$ cat src/rtl/exu_pkg.sv
// Execute stage shared types
// Word types, RV32I opcodes, decode groups and the decode-info union
package exu_pkg;

    typedef logic [31:0] word_t;      // Data or address word
    typedef logic [4:0]  reg_addr_t;  // Register file index

    localparam int    DEC_INFO_W  = 14;     // Union payload width
    localparam word_t LINK_OFFSET = 32'd4;  // Link value and fall-through step

    // RV32I major opcodes handled by this stage
    localparam logic [6:0] OPC_OP     = 7'b0110011;
    localparam logic [6:0] OPC_OP_IMM = 7'b0010011;
    localparam logic [6:0] OPC_LUI    = 7'b0110111;
    localparam logic [6:0] OPC_AUIPC  = 7'b0010111;
    localparam logic [6:0] OPC_BRANCH = 7'b1100011;
    localparam logic [6:0] OPC_JAL    = 7'b1101111;
    localparam logic [6:0] OPC_JALR   = 7'b1100111;

    typedef enum logic [1:0] {
        GRP_ILL = 2'd0,  // No unit owns it
        GRP_ALU = 2'd1,  // Register result only
        GRP_BJP = 2'd2   // Branch or jump
    } dec_grp_e;

    // One-hot ALU operation
    typedef struct packed {
        logic op_lui;
        logic op_auipc;
        logic op_add;
        logic op_sub;
        logic op_sll;
        logic op_slt;
        logic op_sltu;
        logic op_xor;
        logic op_srl;
        logic op_sra;
        logic op_or;
        logic op_and;
    } alu_op_t;

    // ALU view, fills the whole payload so no padding bits remain
    typedef struct packed {
        alu_op_t alu_op;
        logic    op1_pc;   // Operand 1 is the PC
        logic    op2_imm;  // Operand 2 is the immediate
    } alu_info_t;

    // One-hot branch condition
    typedef struct packed {
        logic beq;
        logic bne;
        logic blt;
        logic bltu;
        logic bge;
        logic bgeu;
    } bjp_br_t;

    typedef struct packed {
        logic [DEC_INFO_W-9:0] pad;   // Unused, kept zero
        logic                  jump;  // JAL or JALR
        logic                  jalr;  // Target based on rs1
        bjp_br_t               br;
    } bjp_info_t;

    // Same bits, meaning picked by the group beside it
    typedef union packed {
        alu_info_t alu;
        bjp_info_t bjp;
    } dec_info_u;

    typedef struct packed {
        dec_grp_e  grp;
        dec_info_u info;
    } dec_info_t;

endpackage

$ cat src/rtl/exu_req_if.sv
// Dispatch request channel
// Carries one request with its two operands and decode info to a unit
`timescale 1ns/1ps

interface exu_req_if import exu_pkg::*; ();

    logic      req;   // Unit owns this instruction
    word_t     op1;   // First operand
    word_t     op2;   // Second operand
    dec_info_u info;  // Decode word, zero when not requested

    // Driven by the dispatcher
    modport dispatch (
        output req,
        output op1,
        output op2,
        output info
    );

    // Seen by an execution unit
    modport unit (
        input req,
        input op1,
        input op2,
        input info
    );

endinterface

$ cat src/rtl/inst_decode.sv
// RV32I instruction decoder
// Sorts the opcode into a group, builds the group's view of the decode word,
// and forms rd and the immediate
`timescale 1ns/1ps

module inst_decode import exu_pkg::*; (
    input  word_t     inst_i,
    output dec_info_t dec_info_o,
    output word_t     dec_imm_o,
    output reg_addr_t rd_addr_o,
    output logic      rd_we_o
);

    logic [6:0] opcode;
    logic [2:0] funct3;
    logic       alt_bit;  // inst[30], sub and sra select
    word_t      imm_i;
    word_t      imm_u;
    word_t      imm_b;
    word_t      imm_j;

    assign opcode  = inst_i[6:0];
    assign funct3  = inst_i[14:12];
    assign alt_bit = inst_i[30];

    assign imm_i = {{20{inst_i[31]}}, inst_i[31:20]};
    assign imm_u = {inst_i[31:12], 12'b0};
    assign imm_b = {{19{inst_i[31]}}, inst_i[31], inst_i[7], inst_i[30:25],
                    inst_i[11:8], 1'b0};
    assign imm_j = {{11{inst_i[31]}}, inst_i[31], inst_i[19:12], inst_i[20],
                    inst_i[30:21], 1'b0};

    // funct3 decode shared by OP and OP-IMM
    function automatic alu_op_t alu_op_dec(input logic [2:0] f3, input logic alt,
                                           input logic is_imm);
        alu_op_t op;
        op = '0;
        case (f3)
            3'b000: begin
                if (alt && !is_imm) op.op_sub = 1'b1;  // No subi in RV32I
                else op.op_add = 1'b1;
            end
            3'b001: op.op_sll  = 1'b1;
            3'b010: op.op_slt  = 1'b1;
            3'b011: op.op_sltu = 1'b1;
            3'b100: op.op_xor  = 1'b1;
            3'b101: begin
                if (alt) op.op_sra = 1'b1;
                else op.op_srl = 1'b1;
            end
            3'b110: op.op_or   = 1'b1;
            default: op.op_and = 1'b1;
        endcase
        return op;
    endfunction

    always_comb begin
        dec_info_o = '0;  // Illegal unless matched below
        dec_imm_o  = '0;
        case (opcode)
            OPC_OP: begin
                dec_info_o.grp             = GRP_ALU;
                dec_info_o.info.alu.alu_op = alu_op_dec(funct3, alt_bit, 1'b0);
            end
            OPC_OP_IMM: begin
                dec_info_o.grp              = GRP_ALU;
                dec_info_o.info.alu.alu_op  = alu_op_dec(funct3, alt_bit, 1'b1);
                dec_info_o.info.alu.op2_imm = 1'b1;
                dec_imm_o                   = imm_i;  // Low 5 bits are shamt
            end
            OPC_LUI: begin
                dec_info_o.grp                    = GRP_ALU;
                dec_info_o.info.alu.alu_op.op_lui = 1'b1;  // 0 + imm
                dec_info_o.info.alu.op2_imm       = 1'b1;
                dec_imm_o                         = imm_u;
            end
            OPC_AUIPC: begin
                dec_info_o.grp                      = GRP_ALU;
                dec_info_o.info.alu.alu_op.op_auipc = 1'b1;  // pc + imm
                dec_info_o.info.alu.op1_pc          = 1'b1;
                dec_info_o.info.alu.op2_imm         = 1'b1;
                dec_imm_o                           = imm_u;
            end
            OPC_BRANCH: begin
                dec_info_o.grp = GRP_BJP;
                dec_imm_o      = imm_b;
                case (funct3)
                    3'b000: dec_info_o.info.bjp.br.beq  = 1'b1;
                    3'b001: dec_info_o.info.bjp.br.bne  = 1'b1;
                    3'b100: dec_info_o.info.bjp.br.blt  = 1'b1;
                    3'b101: dec_info_o.info.bjp.br.bge  = 1'b1;
                    3'b110: dec_info_o.info.bjp.br.bltu = 1'b1;
                    3'b111: dec_info_o.info.bjp.br.bgeu = 1'b1;
                    default: dec_info_o.grp = GRP_ILL;  // 010, 011 reserved
                endcase
            end
            OPC_JAL: begin
                dec_info_o.grp           = GRP_BJP;
                dec_info_o.info.bjp.jump = 1'b1;
                dec_imm_o                = imm_j;
            end
            OPC_JALR: begin
                if (funct3 == 3'b000) begin
                    dec_info_o.grp           = GRP_BJP;
                    dec_info_o.info.bjp.jump = 1'b1;
                    dec_info_o.info.bjp.jalr = 1'b1;
                    dec_imm_o                = imm_i;
                end
            end
            default: ;  // Load, store, fence, system and unknown stay illegal
        endcase
    end

    assign rd_addr_o = inst_i[11:7];
    // Writes for ALU ops and jump links, never branches
    assign rd_we_o   = (dec_info_o.grp == GRP_ALU) |
                       ((dec_info_o.grp == GRP_BJP) & dec_info_o.info.bjp.jump);

endmodule

$ cat src/rtl/exu_dispatch.sv
// Execute dispatcher
// Selects operands and raises the request of the unit owning the instruction;
// jumps also go to the ALU for the link value
`timescale 1ns/1ps

module exu_dispatch import exu_pkg::*; (
    input  dec_info_t          dec_info_i,
    input  word_t              dec_imm_i,
    input  word_t              dec_pc_i,
    input  word_t              rs1_rdata_i,
    input  word_t              rs2_rdata_i,
    exu_req_if.dispatch        alu_req,
    exu_req_if.dispatch        bjp_req
);

    logic      op_alu;
    logic      op_bjp;
    logic      op_jump;
    alu_info_t alu_info;   // Zero unless ALU group
    bjp_info_t bjp_info;   // Zero unless BJP group
    alu_info_t alu_view;   // What the ALU actually sees
    word_t     alu_op1;
    word_t     alu_op2;

    assign op_alu = (dec_info_i.grp == GRP_ALU);
    assign op_bjp = (dec_info_i.grp == GRP_BJP);

    assign alu_info = op_alu ? dec_info_i.info.alu : '0;
    assign bjp_info = op_bjp ? dec_info_i.info.bjp : '0;
    assign op_jump  = bjp_info.jump;

    // Jump link is computed as a plain add
    always_comb begin
        alu_view = alu_info;
        if (op_jump) begin
            alu_view               = '0;
            alu_view.alu_op.op_add = 1'b1;
        end
    end

    // PC for auipc and links, zero for lui
    assign alu_op1 = (alu_info.op1_pc | op_jump) ? dec_pc_i :
                     alu_info.alu_op.op_lui      ? '0       : rs1_rdata_i;
    assign alu_op2 = alu_info.op2_imm ? dec_imm_i : rs2_rdata_i;

    assign alu_req.req  = op_alu | op_jump;
    assign alu_req.op1  = (op_alu | op_jump) ? alu_op1 : '0;
    assign alu_req.op2  = op_jump ? LINK_OFFSET : op_alu ? alu_op2 : '0;
    assign alu_req.info = dec_info_u'(alu_view);

    // Compare operands for branches
    assign bjp_req.req  = op_bjp;
    assign bjp_req.op1  = op_bjp ? rs1_rdata_i : '0;
    assign bjp_req.op2  = op_bjp ? rs2_rdata_i : '0;
    assign bjp_req.info = dec_info_u'(bjp_info);

endmodule

$ cat src/rtl/exu_alu.sv
// Integer ALU
// OP, OP-IMM, LUI, AUIPC and jump link values from a one-hot op field
`timescale 1ns/1ps

module exu_alu import exu_pkg::*; (
    exu_req_if.unit req,
    output word_t   result_o
);

    alu_op_t    op;
    word_t      op1;
    word_t      op2;
    logic [4:0] shamt;
    word_t      sum;
    word_t      diff;
    word_t      res;

    assign op    = req.info.alu.alu_op;
    assign op1   = req.op1;
    assign op2   = req.op2;
    assign shamt = op2[4:0];  // Only low 5 bits shift

    assign sum  = op1 + op2;  // add, lui, auipc and links
    assign diff = op1 - op2;

    // One-hot select as an AND-OR mux
    assign res = ({32{op.op_add | op.op_lui | op.op_auipc}} & sum)
               | ({32{op.op_sub}}  & diff)
               | ({32{op.op_sll}}  & (op1 << shamt))
               | ({32{op.op_slt}}  & {31'b0, $signed(op1) < $signed(op2)})
               | ({32{op.op_sltu}} & {31'b0, op1 < op2})
               | ({32{op.op_xor}}  & (op1 ^ op2))
               | ({32{op.op_srl}}  & (op1 >> shamt))
               | ({32{op.op_sra}}  & word_t'($signed(op1) >>> shamt))
               | ({32{op.op_or}}   & (op1 | op2))
               | ({32{op.op_and}}  & (op1 & op2));

    assign result_o = req.req ? res : '0;  // Quiet when not requested

endmodule

$ cat src/rtl/exu_bjp.sv
// Branch and jump unit
// Evaluates the six branch conditions and forms the redirect target
`timescale 1ns/1ps

module exu_bjp import exu_pkg::*; (
    exu_req_if.unit req,
    input  word_t   pc_i,
    input  word_t   rs1_rdata_i,
    input  word_t   imm_i,
    output logic    taken_o,
    output word_t   target_o
);

    bjp_info_t info;
    logic      eq;
    logic      lt;
    logic      ltu;
    logic      cond;
    word_t     jalr_sum;
    word_t     pc_sum;

    assign info = req.info.bjp;

    // Compare rs1 against rs2
    assign eq  = (req.op1 == req.op2);
    assign lt  = ($signed(req.op1) < $signed(req.op2));
    assign ltu = (req.op1 < req.op2);

    assign cond = (info.br.beq  &  eq)
                | (info.br.bne  & ~eq)
                | (info.br.blt  &  lt)
                | (info.br.bge  & ~lt)
                | (info.br.bltu &  ltu)
                | (info.br.bgeu & ~ltu);

    // Jumps always redirect
    assign taken_o = req.req & (info.jump | cond);

    assign jalr_sum = rs1_rdata_i + imm_i;
    assign pc_sum   = pc_i + imm_i;  // Branch and jal target

    // jalr clears bit 0 of the sum
    assign target_o = info.jalr ? {jalr_sum[31:1], 1'b0} : pc_sum;

endmodule

$ cat src/rtl/exu_commit.sv
// Execute result register
// Merges unit results into one output word held under valid/ready
// back-pressure; a new item can load in the cycle the old one leaves
`timescale 1ns/1ps

module exu_commit import exu_pkg::*; (
    input  logic      clk_i,
    input  logic      reset_i,
    input  logic      in_valid_i,
    output logic      in_ready_o,
    output logic      out_valid_o,
    input  logic      out_ready_i,
    input  dec_grp_e  grp_i,
    input  logic      rd_we_i,
    input  reg_addr_t rd_addr_i,
    input  word_t     alu_result_i,
    input  logic      taken_i,
    input  word_t     target_i,
    output logic      rd_we_o,
    output reg_addr_t rd_addr_o,
    output word_t     rd_wdata_o,
    output logic      jump_o,
    output word_t     jump_addr_o,
    output logic      illegal_o
);

    logic illegal;
    logic load;

    assign illegal    = (grp_i == GRP_ILL);
    assign in_ready_o = ~out_valid_o | out_ready_i;  // Empty or draining now
    assign load       = in_valid_i & in_ready_o;

    always_ff @(posedge clk_i) begin
        if (reset_i) begin
            out_valid_o <= 1'b0;
        end else if (load) begin
            out_valid_o <= 1'b1;  // Refill, even while handing one out
        end else if (out_ready_i) begin
            out_valid_o <= 1'b0;
        end
    end

    // Payload only moves on an input transfer
    always_ff @(posedge clk_i) begin
        if (load) begin
            rd_we_o     <= rd_we_i & ~illegal;
            rd_addr_o   <= rd_addr_i;
            rd_wdata_o  <= alu_result_i;
            jump_o      <= taken_i & ~illegal;
            jump_addr_o <= target_i;
            illegal_o   <= illegal;
        end
    end

endmodule

$ cat src/rtl/exu_top.sv
// Execute stage top level
// Decode, dispatch, ALU, branch unit and result register of an RV32I core
`timescale 1ns/1ps

module exu_top import exu_pkg::*; (
    input  logic      clk_i,
    input  logic      reset_i,
    input  logic      in_valid_i,
    output logic      in_ready_o,
    input  word_t     inst_i,
    input  word_t     pc_i,
    input  word_t     rs1_rdata_i,
    input  word_t     rs2_rdata_i,
    output logic      out_valid_o,
    input  logic      out_ready_i,
    output logic      rd_we_o,
    output reg_addr_t rd_addr_o,
    output word_t     rd_wdata_o,
    output logic      jump_o,
    output word_t     jump_addr_o,
    output logic      illegal_o
);

    dec_info_t dec_info;
    word_t     dec_imm;
    reg_addr_t dec_rd_addr;
    logic      dec_rd_we;
    word_t     alu_result;
    logic      bjp_taken;
    word_t     bjp_target;

    exu_req_if alu_req ();  // Dispatch to ALU
    exu_req_if bjp_req ();  // Dispatch to branch unit

    inst_decode u_decode (
        .inst_i     (inst_i),
        .dec_info_o (dec_info),
        .dec_imm_o  (dec_imm),
        .rd_addr_o  (dec_rd_addr),
        .rd_we_o    (dec_rd_we)
    );

    exu_dispatch u_dispatch (
        .dec_info_i  (dec_info),
        .dec_imm_i   (dec_imm),
        .dec_pc_i    (pc_i),
        .rs1_rdata_i (rs1_rdata_i),
        .rs2_rdata_i (rs2_rdata_i),
        .alu_req     (alu_req.dispatch),
        .bjp_req     (bjp_req.dispatch)
    );

    exu_alu u_alu (
        .req      (alu_req.unit),
        .result_o (alu_result)
    );

    exu_bjp u_bjp (
        .req         (bjp_req.unit),
        .pc_i        (pc_i),
        .rs1_rdata_i (rs1_rdata_i),
        .imm_i       (dec_imm),
        .taken_o     (bjp_taken),
        .target_o    (bjp_target)
    );

    exu_commit u_commit (
        .clk_i        (clk_i),
        .reset_i      (reset_i),
        .in_valid_i   (in_valid_i),
        .in_ready_o   (in_ready_o),
        .out_valid_o  (out_valid_o),
        .out_ready_i  (out_ready_i),
        .grp_i        (dec_info.grp),
        .rd_we_i      (dec_rd_we),
        .rd_addr_i    (dec_rd_addr),
        .alu_result_i (alu_result),
        .taken_i      (bjp_taken),
        .target_i     (bjp_target),
        .rd_we_o      (rd_we_o),
        .rd_addr_o    (rd_addr_o),
        .rd_wdata_o   (rd_wdata_o),
        .jump_o       (jump_o),
        .jump_addr_o  (jump_addr_o),
        .illegal_o    (illegal_o)
    );

endmodule

$ cat config.mk
export PLATFORM = sky130hd
export DESIGN_NAME = exu_top
export DESIGN_NICKNAME = d
export VERILOG_FILES = /design/src/rtl/exu_pkg.sv /design/src/rtl/exu_req_if.sv /design/src/rtl/inst_decode.sv /design/src/rtl/exu_dispatch.sv /design/src/rtl/exu_alu.sv /design/src/rtl/exu_bjp.sv /design/src/rtl/exu_commit.sv /design/src/rtl/exu_top.sv
export SDC_FILE = /design/constraint.sdc
export NUM_CORES = 1
export LEC_CHECK = 0
export ABC_CLOCK_PERIOD_IN_PS = 11800
export BUFFER_PORTS_ARGS = -buffer_cell sky130_fd_sc_hd__buf_2
export CAP_MARGIN = 25
export CORE_UTILIZATION = 35
export CTS_CLUSTER_SIZE = 40
export DETAILED_ROUTE_END_ITERATION = 7
export HOLD_SLACK_MARGIN = 0.03
export SLEW_MARGIN = 40
export SYNTH_ARGS = -nofsm -noshare
export SYNTH_HDL_FRONTEND = slang
export SYNTH_SLANG_ARGS = --single-unit
$ cat constraint.sdc
create_clock -name clk_i -period 11.8 [get_ports clk_i]
set_input_delay 2.95 -clock clk_i [delete_from_list [all_inputs] [get_ports clk_i]]
set_output_delay 2.95 -clock clk_i [all_outputs]
set_load 0.01 [all_outputs]
==> flow_metrics.py <==
metrics = {
    "outcome": {
        "run_status": "finished with violations",
        "violations": "design-rule violations",
    },
    "finish": {
        "drive_gt1_share_pct": 14.7,
        "final_common_cell": "nand2_1",
        "multiInputGateArea_um2": 13500,
        "finish.net_count": 2698,
        "seqCellArea_um2": 2180,
        "layout_common_cells": "239 x nand2_1, 205 x buf_2, 190 x ha_1",
        "utilization_pct": 39.8,
        "final_area_um2": 18600,
        "area_delta_synth_final_pct": 11.4,
        "layout.cells.non_filler": 2989,
        "fillCellCount": 4897,
    },
    "pwr": {
        "power_frac_comb_pct": 34.3,
        "switching_share_pct": 38.1,
        "peakVddDrop_mv": 0.0659,
        "p_total_mw": 0.907,
        "power.density_nw_per_um2": 48.8,
        "p_int_mw": 0.562,
        "power_frac_seq_pct": 34.2,
        "clkPwrFrac_pct": 31.5,
        "switchingPower_mw": 0.345,
        "p_leak_nw": 9.07,
    },
    "die": {
        "initial_utilization_pct": 35.7,
        "chipWidth_um": 220,
        "core_um2": 46800,
        "design.die.area_um2": 48600,
        "die_h_um": 220,
        "ios": 206,
        "fp-row-count": 79,
    },
    "timing": {
        "period_needed_ps": 9110,
        "period_share_pct": 77.2,
        "slew_headroom_pct": 43.0,
        "worst_slew_pin_slew_ps": 853,
        "finalSetupTns_ps": 0,
        "finalMaxSlewViolations": 0,
        "hold_viol": 0,
        "setup_violations": 0,
        "timing.final.ws_setup_ps": 2690,
        "fmax_mhz": 110,
        "grt_setup_unrepaired": "no",
        "hold-worst-slack_ps": 539,
        "fin_skew_ps": 9.83,
    },
    "grt": {
        "antenna_found_initial": 7,
        "grt_pass1_wl_um": 112000,
        "grt_pass1_vias": 17700,
        "grt_max_degree": 73,
        "grtUsageTotal_pct": 30.8,
        "grt_overflow": 0,
    },
    "detailed_routing": {
        "via_per_inst": 6.30,
        "vias": 18800,
        "antenna_left": 0,
        "dr.pass1.iters": 8,
        "drtIter0Drc": 2251,
        "wire_per_inst_um": 25.2,
        "wirelength_um": 75400,
        "drc": 14,
    },
    "setup_path": {
        "cp_slowest_cell": "buf_4",
        "end_kind": "flop",
        "path_common_cell": "nor3_1",
        "startpoint": "inst_i[6]",
        "r2r-start": "u_commit.out_valid_o$_SDFFE_PP0P_",
        "critPathLaunchType": "input pin",
        "crit_chain": "buf_2, nand2b_1, or3_1, buf_4, o211a_1, o21ai_4, buf_4, inv_4, ha_1, fa_1, nor2b_1, o21ai_0, a21oi_1, o21ai_0, o221ai_1, a211oi_1, nor3_1, nor3_1, nor3_1, a221oi_1, mux2i_1, a31oi_1",
        "worstSetupPathType": "input pin to flop",
        "cp-endpoint": "u_commit.rd_wdata_o[30]$_SDFFCE_PP0P_",
        "cpPeakStageDelay_ps": 500,
        "reg2reg_slack_ps": 9780,
        "crit_required_ps": 11920,
        "crit_fanout": 42,
        "crit_arrival_ps": 9230,
        "worst_r2r_path_depth": 3,
        "r2r_end": "u_commit.rd_wdata_o[29]$_SDFFCE_PP0P_",
    },
    "clocking": {
        "cts_root_buffer": "clkbuf_16",
        "cts_resized": 0,
        "cts_made_buffers": 9,
        "ctsHoldBuffers": 0,
        "ctsLongestPathBuffers": 2,
        "cts_setup_buffers": 0,
        "cts_sinks": 73,
        "cts_tree": "built",
        "clk_latency_ps": 400,
        "clk_pin_slew_ps": 70,
        "cts_max_level": 3,
    },
    "place": {
        "dp_hpwl_um": 59800,
        "dp.cells": 2967,
        "gp_congestion": 1.01,
        "pre_cts_ws_ps": 2460,
        "placed_cell_area_um2": 18300,
        "port-buffer-count": 205,
    },
    "yosys": {
        "yosysWarnings": 0,
        "synth_edf_count": 72,
        "synthArstFlopShare_pct": 0,
        "ys_seq_area_share_pct": 13.1,
        "ys.flop_type": "edfxtp_1",
        "synth_nets": 2576,
        "synth_area_um2": 16700,
        "netlist_instances": 2250,
        "synth_area_per_cell_um2": 7.42,
        "ys_seq_elements": 73,
        "synthDistinctLibCells": 98,
    },
    "min_path": {
        "hold_class": "flop to flop",
    },
    "run": {
        "drv_cap": 0,
    },
}
## Yosys cell counts, drive strengths merged, types with 10 or more instances
| cell type | count | area [um^2] |
|---|---|---|
| a211o | 11 | 96.3 |
| a211oi | 42 | 328 |
| a21o | 82 | 616 |
| a21oi | 189 | 965 |
| a221o | 12 | 120 |
| a221oi | 18 | 170 |
| a31oi | 21 | 131 |
| and2 | 46 | 288 |
| and3 | 26 | 163 |
| buf | 62 | 372 |
| clkbuf | 82 | 308 |
| edfxtp | 72 | 2160 |
| ha | 190 | 2380 |
| inv | 117 | 444 |
| mux2 | 10 | 116 |
| mux2i | 158 | 1600 |
| nand2 | 239 | 897 |
| nand2b | 42 | 263 |
| nand3 | 68 | 345 |
| nand4 | 21 | 131 |
| nor2 | 165 | 622 |
| nor2b | 12 | 75.1 |
| nor3 | 47 | 260 |
| nor4 | 15 | 93.8 |
| o211ai | 57 | 438 |
| o21a | 23 | 173 |
| o21ai | 141 | 721 |
| o21bai | 19 | 146 |
| o221ai | 16 | 140 |
| o22ai | 23 | 150 |
| o31ai | 12 | 90.1 |
| or2 | 10 | 62.6 |
| or3 | 26 | 168 |
| xnor2 | 30 | 263 |
| xor2 | 23 | 201 |
## worst min path at each step
stage	startpoint	end	slack, ps	cells after the start
floorplan	u_commit.out_valid_o$_SDFFE_PP0P_	u_commit.out_valid_o$_SDFFE_PP0P_	590	2
global placement	u_commit.out_valid_o$_SDFFE_PP0P_	u_commit.out_valid_o$_SDFFE_PP0P_	500	2
detailed placement	u_commit.out_valid_o$_SDFFE_PP0P_	u_commit.out_valid_o$_SDFFE_PP0P_	540	2
CTS	u_commit.out_valid_o$_SDFFE_PP0P_	u_commit.out_valid_o$_SDFFE_PP0P_	550	2
global route	u_commit.out_valid_o$_SDFFE_PP0P_	u_commit.out_valid_o$_SDFFE_PP0P_	600	2
finish	u_commit.out_valid_o$_SDFFE_PP0P_	u_commit.out_valid_o$_SDFFE_PP0P_	540	2
## critical path, delay by kind of cell
| kind | cells | cell delay (ps) |
|---|---|---|
| AOI/OAI and AO/OA | 9 | 2450 |
| adders and majority gates | 2 | 840 |
| buffers and inverters | 4 | 1280 |
| muxes | 1 | 220 |
| and+or+nand+nor | 6 | 1440 |
## registers in the layout (all words and copies together), names as in the netlist
name and count:
u_commit.jump_addr_o 32, u_commit.rd_wdata_o 32, u_commit.out_valid_o 1, u_commit.jump_o 1
u_commit.rd_addr_o 5, u_commit.rd_we_o 1, u_commit.illegal_o 1
## cells by family after synthesis
logic type / synth area share, %
compound gates: 30.6
simple gates: 21.5
buf+inv: 6.73
fa+ha+maj: 14.7
mux: 10.5
flops: 13.1
xor+xnor: 2.78
## power by group through the flow
stage / registers [mW] / clock network, mW / logic [mW]
finish: 0.310 / 0.286 / 0.311
global route: 0.312 / 0.302 / 0.333
CTS: 0.311 / 0.293 / 0.305
detailed placement: 0.316 / 0 / 0.303
global placement: 0.316 / 0 / 0.298
floorplan: 0.323 / 0 / 0.177
## per-layer routing
| layer | vias up | global-route usage (%) | part of all wire (%) |
|---|---|---|---|
| li1 | 8642 | - | - |
| met1 | 9112 | 40.2 | 42 |
| met2 | 897 | 49.4 | 45 |
| met3 | 168 | 4.47 | 7.8 |
| met4 | 2 | 15.1 | 4.9 |
| met5 | - | 0 | 0.017 |
## final cells by class
| class | instances | share of cell area, % |
|---|---|---|
| antenna | 5 | 0.0673 |
| multi-input combinational | 1916 | 72.6 |
| clock buffer | 10 | 1.23 |
| tap | 607 | 4.08 |
| clock inverter | 6 | 0.236 |
| timing repair buffer | 255 | 7.66 |
| sequential | 73 | 11.7 |
| inverter | 117 | 2.39 |
(Power assumes the default switching activity.)
